--- config.mk ---
export PLATFORM = sky130hd
export DESIGN_NAME = rvmem_bridge
export DESIGN_NICKNAME = d
export VERILOG_FILES = /design/src/hw/rvmem_pkg.sv /design/src/hw/bridge_req_if.sv /design/src/hw/half_done_if.sv /design/src/hw/request_capture.sv /design/src/hw/halfword_sequencer.sv /design/src/hw/read_assembler.sv /design/src/hw/rvmem_bridge.sv
export VERILOG_INCLUDE_DIRS = /design/src /design/src/hw
export SDC_FILE = /design/constraint.sdc
export NUM_CORES = 1
export LEC_CHECK = 0
export ABC_AREA = 1
export BUFFER_PORTS_ARGS = -buffer_cell sky130_fd_sc_hd__buf_2
export CORE_ASPECT_RATIO = 0.5
export CORE_MARGIN = 2
export CORE_UTILIZATION = 45
export DETAILED_ROUTE_END_ITERATION = 16
export GPL_TIMING_DRIVEN = 0
export PLACE_DENSITY = 0.72
export SYNTH_ARGS = -nofsm -noshare
export SYNTH_HDL_FRONTEND = slang
export SYNTH_HIERARCHICAL = 1
export SYNTH_SLANG_ARGS = --single-unit
--- constraint.sdc ---
create_clock -name clk -period 2.5 [get_ports clk]
set_clock_uncertainty 0.15 [all_clocks]
set_input_delay 0.25 -clock clk [delete_from_list [all_inputs] [get_ports clk]]
set_output_delay 0.25 -clock clk [all_outputs]
set_load 0.02 [all_outputs]
--- src/hw/rvmem_config.svh ---
// bus width macros for the cpu to sdram bridge
// halfword address split of the cpu byte address

`ifndef rvmem_config_svh
`define rvmem_config_svh

//////////////////////////////
// cpu side
//////////////////////////////
`define rv_addr_width   23
`define rv_data_width   32
`define rv_strb_width   4

//////////////////////////////
// memory side
//////////////////////////////
`define mem_data_width  16
`define mem_addr_width  20          // word address plus halfword select

// word address bits taken from the byte address
`define rv_word_msb     20
`define rv_word_lsb     2

`endif

--- src/hw/rvmem_pkg.sv ---
// shared types of the bridge
// sequencer state encoding and memory opcode

package rvmem_pkg;

    //////////////////////////////
    // sequencer states
    //////////////////////////////
    // seq_wait_low  lower halfword outstanding
    // seq_wait_high upper halfword outstanding
    typedef enum logic [1:0] {
        seq_idle      = 2'd0,
        seq_wait_low  = 2'd1,
        seq_wait_high = 2'd2
    } seq_state_e;

    //////////////////////////////
    // memory opcode
    //////////////////////////////
    // a cpu access with any strobe set is a write
    typedef enum logic {
        op_read  = 1'b0,
        op_write = 1'b1
    } mem_op_e;

endpackage

--- src/hw/bridge_req_if.sv ---
// captured cpu access, handed from capture stage to sequencer

`timescale 1ns/1ns

`include "rvmem_config.svh"

interface bridge_req_if;
    import rvmem_pkg::*;

    logic                      pending;    // access waiting for the sequencer
    mem_op_e                   op;
    logic [`rv_addr_width-1:0] addr;
    logic [`rv_data_width-1:0] wdata;
    logic [`rv_strb_width-1:0] wstrb;
    logic                      take;       // one cycle, clears pending

    modport capture (
        output pending, op, addr, wdata, wstrb,
        input  take
    );

    modport sequencer (
        input  pending, op, addr, wdata, wstrb,
        output take
    );

endinterface

--- src/hw/half_done_if.sv ---
// finished halfword report, sequencer to read assembler

`timescale 1ns/1ns

`include "rvmem_config.svh"

interface half_done_if;
    import rvmem_pkg::*;

    logic    done;      // one cycle pulse per finished halfword
    logic    word;      // 0 lower, 1 upper
    mem_op_e op;
    logic    last;      // final halfword of the access

    modport sequencer (
        output done, word, op, last
    );

    modport assembler (
        input  done, word, op, last
    );

endinterface

--- src/hw/request_capture.sv ---
// cpu access capture stage
// finds the rising edge of rv_valid and holds the access as pending

`timescale 1ns/1ns

`include "rvmem_config.svh"

module request_capture (
    input  logic                      clk,
    input  logic                      sys_resetn,
    input  logic                      rv_valid,
    input  logic [`rv_addr_width-1:0] rv_addr,
    input  logic [`rv_data_width-1:0] rv_wdata,
    input  logic [`rv_strb_width-1:0] rv_wstrb,
    bridge_req_if.capture             req
);
    import rvmem_pkg::*;

    logic valid_q;      // rv_valid one cycle ago
    logic valid_rise;

    assign valid_rise = rv_valid & ~valid_q;

    //////////////////////////////
    // control
    //////////////////////////////
    always_ff @(posedge clk) begin
        if (!sys_resetn) begin
            valid_q     <= 1'b0;
            req.pending <= 1'b0;
        end else begin
            valid_q <= rv_valid;
            // a new edge wins, so nothing gets dropped
            if (valid_rise) begin
                req.pending <= 1'b1;
            end else if (req.take) begin
                req.pending <= 1'b0;
            end
        end
    end

    //////////////////////////////
    // access payload
    //////////////////////////////
    // cpu holds everything until rv_ready, one copy is enough
    always_ff @(posedge clk) begin
        if (valid_rise) begin
            req.addr  <= rv_addr;
            req.wdata <= rv_wdata;
            req.wstrb <= rv_wstrb;
            req.op    <= (|rv_wstrb) ? op_write : op_read;
        end
    end

endmodule

--- src/hw/halfword_sequencer.sv ---
// halfword sequencer
// splits one cpu access into toggle requests on the memory port
// skips the halfword of a write that has no strobes in it

`timescale 1ns/1ns

`include "rvmem_config.svh"

module halfword_sequencer (
    input  logic                         clk,
    input  logic                         sys_resetn,
    input  logic                         mem_ack,
    output logic                         mem_req,
    output logic [`mem_addr_width-1:0]   mem_addr,
    output logic [`mem_data_width-1:0]   mem_din,
    output logic [`mem_data_width/8-1:0] mem_ds,
    output logic                         mem_we,
    bridge_req_if.sequencer              req,
    half_done_if.sequencer               done_bus
);
    import rvmem_pkg::*;

    seq_state_e state;

    logic                         is_write;
    logic                         lower_empty;   // write without lower strobes
    logic                         need_upper;
    logic                         ack_match;
    logic [`mem_addr_width-2:0]   word_addr;
    logic [`mem_data_width/8-1:0] lo_ds;
    logic [`mem_data_width/8-1:0] hi_ds;

    logic issue;        // toggle mem_req at this edge
    logic issue_hi;     // the issued request is the upper halfword
    logic fin;          // outstanding halfword acked
    logic fin_word;
    logic fin_last;

    assign is_write    = (req.op == op_write);
    assign lower_empty = is_write && (req.wstrb[1:0] == 2'b00);
    assign need_upper  = !(is_write && (req.wstrb[3:2] == 2'b00));
    assign ack_match   = (mem_ack == mem_req);
    assign word_addr   = req.addr[`rv_word_msb:`rv_word_lsb];

    // reads always take both bytes
    assign lo_ds = is_write ? req.wstrb[1:0] : 2'b11;
    assign hi_ds = is_write ? req.wstrb[3:2] : 2'b11;

    assign req.take = (state == seq_idle) && req.pending;

    //////////////////////////////
    // request decode
    //////////////////////////////
    always_comb begin
        issue    = 1'b0;
        issue_hi = 1'b0;
        case (state)
            seq_idle: begin
                if (req.pending) begin
                    issue    = 1'b1;
                    issue_hi = lower_empty;     // upper only shortcut
                end
            end
            seq_wait_low: begin
                if (ack_match && need_upper) begin
                    issue    = 1'b1;
                    issue_hi = 1'b1;
                end
            end
            default: ;
        endcase
    end

    assign fin      = ack_match && (state != seq_idle);
    assign fin_word = (state == seq_wait_high);
    assign fin_last = fin_word || !need_upper;  // lower only shortcut ends here

    //////////////////////////////
    // state and handshake
    //////////////////////////////
    always_ff @(posedge clk) begin
        if (!sys_resetn) begin
            state         <= seq_idle;
            mem_req       <= 1'b0;
            done_bus.done <= 1'b0;
        end else begin
            done_bus.done <= fin;
            if (issue) begin
                mem_req <= ~mem_req;
            end
            case (state)
                seq_idle: begin
                    if (req.pending) begin
                        state <= issue_hi ? seq_wait_high : seq_wait_low;
                    end
                end
                seq_wait_low: begin
                    if (ack_match) begin
                        state <= need_upper ? seq_wait_high : seq_idle;
                    end
                end
                seq_wait_high: begin
                    if (ack_match) begin
                        state <= seq_idle;
                    end
                end
                default: state <= seq_idle;
            endcase
        end
    end

    //////////////////////////////
    // memory request payload
    //////////////////////////////
    always_ff @(posedge clk) begin
        if (issue) begin
            mem_addr <= {word_addr, issue_hi};
            mem_din  <= issue_hi ? req.wdata[31:16] : req.wdata[15:0];
            mem_ds   <= issue_hi ? hi_ds : lo_ds;
            mem_we   <= is_write;
        end
        if (fin) begin
            done_bus.word <= fin_word;
            done_bus.last <= fin_last;
            done_bus.op   <= req.op;
        end
    end

endmodule

--- src/hw/read_assembler.sv ---
// read data assembly and cpu ready pulse

`timescale 1ns/1ns

`include "rvmem_config.svh"

module read_assembler (
    input  logic                       clk,
    input  logic                       sys_resetn,
    input  logic [`mem_data_width-1:0] mem_dout,
    half_done_if.assembler             done_bus,
    output logic                       rv_ready,
    output logic [`rv_data_width-1:0]  rv_rdata
);
    import rvmem_pkg::*;

    logic rd_done;      // finished read halfword

    assign rd_done = done_bus.done && (done_bus.op == op_read);

    // one pulse per access, a cycle after the final halfword
    always_ff @(posedge clk) begin
        if (!sys_resetn) begin
            rv_ready <= 1'b0;
        end else begin
            rv_ready <= done_bus.done && done_bus.last;
        end
    end

    //////////////////////////////
    // halfword merge
    //////////////////////////////
    // mem_dout still holds the acked halfword while done is high
    always_ff @(posedge clk) begin
        if (rd_done) begin
            if (done_bus.word) begin
                rv_rdata[`rv_data_width-1:`mem_data_width] <= mem_dout;
            end else begin
                rv_rdata[`mem_data_width-1:0] <= mem_dout;
            end
        end
    end

endmodule

--- src/hw/rvmem_bridge.sv ---
// cpu to sdram bus bridge, top level
// capture stage, halfword sequencer and read assembler

`timescale 1ns/1ns

`include "rvmem_config.svh"

module rvmem_bridge (
    input  logic                         clk,
    input  logic                         sys_resetn,

    // cpu side, picorv32 style
    input  logic                         rv_valid,
    input  logic [`rv_addr_width-1:0]    rv_addr,
    input  logic [`rv_data_width-1:0]    rv_wdata,
    input  logic [`rv_strb_width-1:0]    rv_wstrb,
    output logic                         rv_ready,
    output logic [`rv_data_width-1:0]    rv_rdata,

    // memory side, toggle req/ack
    output logic                         mem_req,
    input  logic                         mem_ack,
    output logic [`mem_addr_width-1:0]   mem_addr,
    output logic [`mem_data_width-1:0]   mem_din,
    output logic [`mem_data_width/8-1:0] mem_ds,
    output logic                         mem_we,
    input  logic [`mem_data_width-1:0]   mem_dout
);

    bridge_req_if req_bus ();
    half_done_if  done_bus ();

    //////////////////////////////
    // stages
    //////////////////////////////
    request_capture u_capture (
        .clk        (clk),
        .sys_resetn (sys_resetn),
        .rv_valid   (rv_valid),
        .rv_addr    (rv_addr),
        .rv_wdata   (rv_wdata),
        .rv_wstrb   (rv_wstrb),
        .req        (req_bus)
    );

    halfword_sequencer u_sequencer (
        .clk        (clk),
        .sys_resetn (sys_resetn),
        .mem_ack    (mem_ack),
        .mem_req    (mem_req),
        .mem_addr   (mem_addr),
        .mem_din    (mem_din),
        .mem_ds     (mem_ds),
        .mem_we     (mem_we),
        .req        (req_bus),
        .done_bus   (done_bus)
    );

    read_assembler u_assembler (
        .clk        (clk),
        .sys_resetn (sys_resetn),
        .mem_dout   (mem_dout),
        .done_bus   (done_bus),
        .rv_ready   (rv_ready),
        .rv_rdata   (rv_rdata)
    );

endmodule

==> results_dict.tcl, run 1 <==
set metrics [dict create \
    required_ns 2.45 \
    grt_pass1_wl_mm 13.6 \
    syn_to_final_growth_pct 50.2 \
    antenna_found_initial 0 \
    drv_cap 0 \
    clock_latency_ns 0.40 \
    pre_cts_slack_ns 0.491 \
    power_switching_mw 1.22 \
    post_cts_buffers 0 \
    start_util_pct 47.3 \
    worstPathArrival_ns 1.85 \
    ant_nets 0 \
    hold_buffers 74 \
    layout_min_cycle_time_ns 1.90 \
    fillCellCount 613 \
    syn_nets 334 \
    numCtsBuffers 17 \
    drt-total-wl_mm 9.06 \
    yosys_warnings 6 \
    p_int_mw 4.45 \
    outcome "complete, no violations" \
    switching_share_pct 21.6 \
    crit_type "register to register" \
    clockBufferDepth 2 \
    drive_gt1_share_pct 38.6 \
    root_buffer "clkbuf_16" \
    hold_violations 0 \
    cts_resized 0 \
    diodes 0 \
    syn-cell-area_um2 4570 \
    die_x_um 147 \
    overflow 0 \
    clk_pin_slew_ns 0.06 \
    worst_slew_pin_slew_ns 0.793 \
    ir_drop_mv 0.461 \
    coreArea_um2 9670 \
    grt_max_degree 30 \
    num_vias 2813 \
    first_pass_iters 5 \
    rsz0062_at_grt "false" \
    layout.nets 576 \
    h-tree-depth 4 \
    total_leakage_power_nw 2.85 \
    clockPowerShare_pct 43.8 \
    worstPathCellList "nand2_1 > nand3_4 > nand2_2 > buf_12" \
    setup-violations-final 0 \
    hold_class "input pin to register" \
    pwr-share-seq_pct 47.7 \
    timing.fmax_mhz 527 \
    cp-end-kind "register" \
    clkSinkCount 137 \
    die_h_um 75.3 \
    post-dp-hpwl_mm 5.56 \
    power_frac_comb_pct 8.4 \
    avgSynthCellArea_um2 17.9 \
    cts_tree "built" \
    rows 25 \
    wl_per_cell_um 14.0 \
    power_per_cell_area_nw_per_um2 825 \
    drc 0 \
    gp_congestion 0.797 \
    ios 152 \
    grt_pass1_vias 2805 \
    slew_headroom_pct 47.1 \
    cp_top_family "simple AND/OR/NAND/NOR gates" \
    drt_iter0_markers 114 \
    start_kind "register" \
    crit_slowest_cell "edfxtp_1" \
    crit_buf_inv 1 \
    portBuffers 147 \
    track_usage_pct 17.0 \
    slew_violations 0 \
    via_per_inst 4.36 \
    critPathMaxFanout 25 \
    synth_cells 255 \
    finalSetupTns_ns 0 \
    fp.dieArea_um2 11000 \
    period_share_pct 75.9 \
    crit_path_max_incr_delay_ns 0.49 \
    worst_slack_ns 0.603 \
]
## metal layers
layer  track usage (%)  part of all wire [%]
met1              18.3                    39
met3              4.24                   5.3
met5                 0                     0
met4              8.31                  0.51
met2              32.6                    55
## flip-flops by register name (all words and copies together) (netlist names), 2 cells and up
name / cells
u_assembler/rv_rdata: 32
u_capture/req.wdata: 32
u_sequencer/mem_addr: 20
u_capture/req.addr: 19
u_sequencer/mem_din: 16
u_capture/req.wstrb: 4
u_sequencer/mem_ds: 2
u_sequencer/state: 2
## power groups by stage
stage               clock network, mW  registers [mW]  logic, mW
finish                           2.48            2.71      0.477
floorplan                           0            2.84      0.123
global route                     2.65            2.72      0.518
CTS                              2.53            2.71      0.479
global placement                    0            2.76      0.364
detailed placement                  0            2.75      0.387
## through the flow
| stage | cell area (µm²) | util [%] | hold slack, ns | power (mW) | cells |
|---|---|---|---|---|---|
| 2_1_floorplan | 4570 | - | 0.193 | 2.96 | 255 |
| 3_3_place_gp | 5480 | 56.7 | 0.250 | 3.12 | 537 |
| 3_5_place_dp | 5520 | 57.1 | 0.255 | 3.14 | 539 |
| 4_1_cts | 6860 | 71.0 | 0.157 | 5.71 | 645 |
| 5_1_grt | 6870 | 71.1 | 0.212 | 5.88 | 645 |
| 6_report | 6870 | 71.1 | 0.174 | 5.67 | 645 |
## cell usage in the layout (no fill, tap or decap), types with 2 or more instances in the layout
cell and instances:
inv_6 2, buf_2 147, dfxtp_1 7, clkinv_4 5, inv_2 6, nand3_4 2
nor2_1 8, bufinv_16 3, inv_1 14, buf_6 3, nand2_1 69, buf_12 2
a21oi_1 2, nand2_2 2, clkinv_1 2, clkbuf_16 17, nand3_1 3, dlygate4sd3_1 74
clkinv_2 2, nor2_2 2, o21ai_0 3, edfxtp_1 130
## layout make-up
cell class / instances / area [µm²] / area share [%]
plain buffers: 3 / 33.8 / 0.492
well taps: 135 / 169 / 2.46
clock inverters: 15 / 176 / 2.57
clock buffers: 17 / 425 / 6.19
multi-input cells: 95 / 428 / 6.23
inverters: 20 / 75.1 / 1.09
flip-flops and latches: 137 / 4040 / 58.9
repair buffers: 223 / 1520 / 22.1
## worst register-to-register path: stages (launching register included)
cell	delay, ns
edfxtp_1	0.49
nand2_1	0.21
nand3_4	0.14
nand2_2	0.35
buf_12	0.24
## path summary, 6_finish.rpt
check	startpoint	to	slack [ns]	depth (start not counted)
max reg2reg	u_capture/req.op	u_sequencer/mem_din[10]	0.60	4
min	mem_ack	u_sequencer/done_bus.done	0.17	5
min reg2reg	u_capture/req.addr[20]	u_sequencer/mem_addr[19]	0.27	0
max	u_capture/req.op	u_sequencer/mem_din[10]	0.60	4
Power figures use the tool's default switching activity.
==> run 2: changes to the inputs <==
Settings changed: PLACE_DENSITY 0.72 to 0.75.
Clock period 2.5 ns to 1.72 ns, I/O delays scaled along.
==> run 2 against run 1 <==
  * Flip-flop and latch count is the same
  * Worst hold slack lost 0.086 ns
  * Power increased by 51%
  * Sequential share of layout area is 0.48 points lower
  * Global-route usage grew 1.4 points
  * Largest cell class unchanged
  * Routed wire length grew 8.3%
  * Final area increased by 0.86%
  * Combinational power rose by 47%
  * Via count is 4.4% higher
  * Worst setup slack worse by 0.52 ns
  * Non-clock buffer count stayed put
==> results_dict.tcl, run 2 (synthesis results as in run 1) <==
set metrics [dict create \
    via_per_inst 4.56 \
    die_h_um 75.3 \
    holdWs_ns 0.0873 \
    numCtsBuffers 17 \
    ant_nets 0 \
    setup-violations-final 0 \
    timing.fmax_mhz 610 \
    clockBufferDepth 2 \
    final_cell_mix "buf_2, edfxtp_1, dlygate4sd3_1, nand2_1, clkbuf_16" \
    dp.cells 537 \
    num_vias 2938 \
    worst_slew_pin_slew_ns 0.792 \
    clock_latency_ns 0.40 \
    ir_drop_mv 0.727 \
    rows 25 \
    layout.nets 577 \
    power_frac_comb_pct 8.2 \
    slew_headroom_pct 47.2 \
    total_leakage_power_nw 2.85 \
    critPathMaxFanout 39 \
    ios 152 \
    cp-end-kind "register" \
    clk_pin_slew_ns 0.06 \
    power_per_cell_area_nw_per_um2 1240 \
    required_ns 1.64 \
    slew_violations 0 \
    finalPower_mw 8.56 \
    finalSetupTns_ns 0 \
    cts_tree "built" \
    antenna_found_initial 0 \
    layout_min_cycle_time_ns 1.64 \
    p_int_mw 6.75 \
    layout_commonest_cell "buf_2" \
    switching_share_pct 21.2 \
    hold_violations 0 \
    fp.dieArea_um2 11000 \
    drt-total-wl_mm 9.82 \
    coreArea_um2 9670 \
    power_switching_mw 1.81 \
    grt_max_degree 40 \
    drv_cap 0 \
    reg_top3 "u_assembler/rv_rdata (32), u_capture/req.wdata (32), u_sequencer/mem_addr (20)" \
    gp_congestion 0.736 \
    drive_gt1_share_pct 39.8 \
    grt_pass1_vias 3015 \
    rsz0062_at_grt "true" \
    final_cells 645 \
    drc 0 \
    h-tree-depth 4 \
    period_share_pct 95.4 \
    holdCritStartpoint "mem_ack" \
    reg2reg_from "u_sequencer/mem_req" \
    first_pass_iters 4 \
    portBuffers 147 \
    syn_to_final_growth_pct 51.5 \
    crit_type "register to register" \
    clockPowerShare_pct 45.8 \
    overflow 0 \
    pwr-share-seq_pct 46.0 \
    hold_class "input pin to register" \
    track_usage_pct 18.4 \
    start_kind "register" \
    wl_per_cell_um 15.2 \
    clkSinkCount 137 \
    post-dp-hpwl_mm 5.47 \
    root_buffer "clkbuf_16" \
    grt_pass1_wl_mm 14.8 \
    die_x_um 147 \
    worstPathArrival_ns 1.56 \
    diodes 0 \
    cp-startpoint "u_sequencer/mem_req" \
    start_util_pct 47.3 \
    drt_iter0_markers 188 \
    outcome "complete, no violations" \
]
run 2: cell type report:
| class | count | area (µm²) |
|---|---|---|
| clock buffer | 17 | 425 |
| fill | 594 | 2740 |
| timing repair inverter | 1 | 7.51 |
| tap | 135 | 169 |
| sequential | 137 | 4050 |
| multi-input combinational | 95 | 454 |
| buffer | 3 | 33.8 |
| clock inverter | 14 | 221 |
| timing repair buffer | 223 | 1490 |
| inverter | 20 | 78.8 |
run 2: critical path, stage by stage (launching register included):
cell and delay, ns:
dfxtp_1 0.33, inv_2 0.07, nand2_1 0.05, nand2_1 0.14, nand3_4 0.11, buf_4 0.18
nand2_8 0.25
run 2: layer usage:
layer	routed length (µm)	vias to the layer above	GRT usage [%]
met2	5370	102	35.3
met4	138	0	8.85
met5	0	-	0
li1	-	1395	-
met3	483	14	5.21
met1	3830	1427	19.6
run 2: per-stage QoR:
stage	utilization [%]	worst slack, ns	instance area [µm²]
finish	71.7	0.0795	6930
CTS	71.4	0.00290	6900
global placement	56.8	-0.413	5490
detailed placement	56.8	-0.452	5490
global route	71.7	-0.0507	6930
floorplan	-	-0.0220	4590
run 2: path summary, 6_finish.rpt:
| check | to | slack (ns) | depth (start not counted) |
|---|---|---|---|
| setup / recovery | u_sequencer/mem_addr[18] | 0.08 | 6 |
| hold / removal | u_sequencer/done_bus.done | 0.09 | 5 |
| setup reg to reg | u_sequencer/mem_addr[18] | 0.08 | 6 |
| hold reg to reg | u_sequencer/mem_addr[5] | 0.26 | 0 |
run 2: what timing repair did:
action,4_1_cts,5_1_grt
hold buffers,74,0
buffers inserted,0,2
setup endpoints to repair,127,98
cloned,1,0
pin swaps,0,1
gates resized for setup,5,3
hold endpoints to repair,95,0
run 2: power by group through the flow:
stage	Combinational [mW]	Sequential (mW)	Clock [mW]
final	0.702	3.94	3.93
after global routing	0.759	3.95	4.15
after CTS	0.694	3.94	3.99
after detailed placement	0.546	4.01	0
after global placement	0.535	4.00	0
after floorplan	0.184	4.12	0
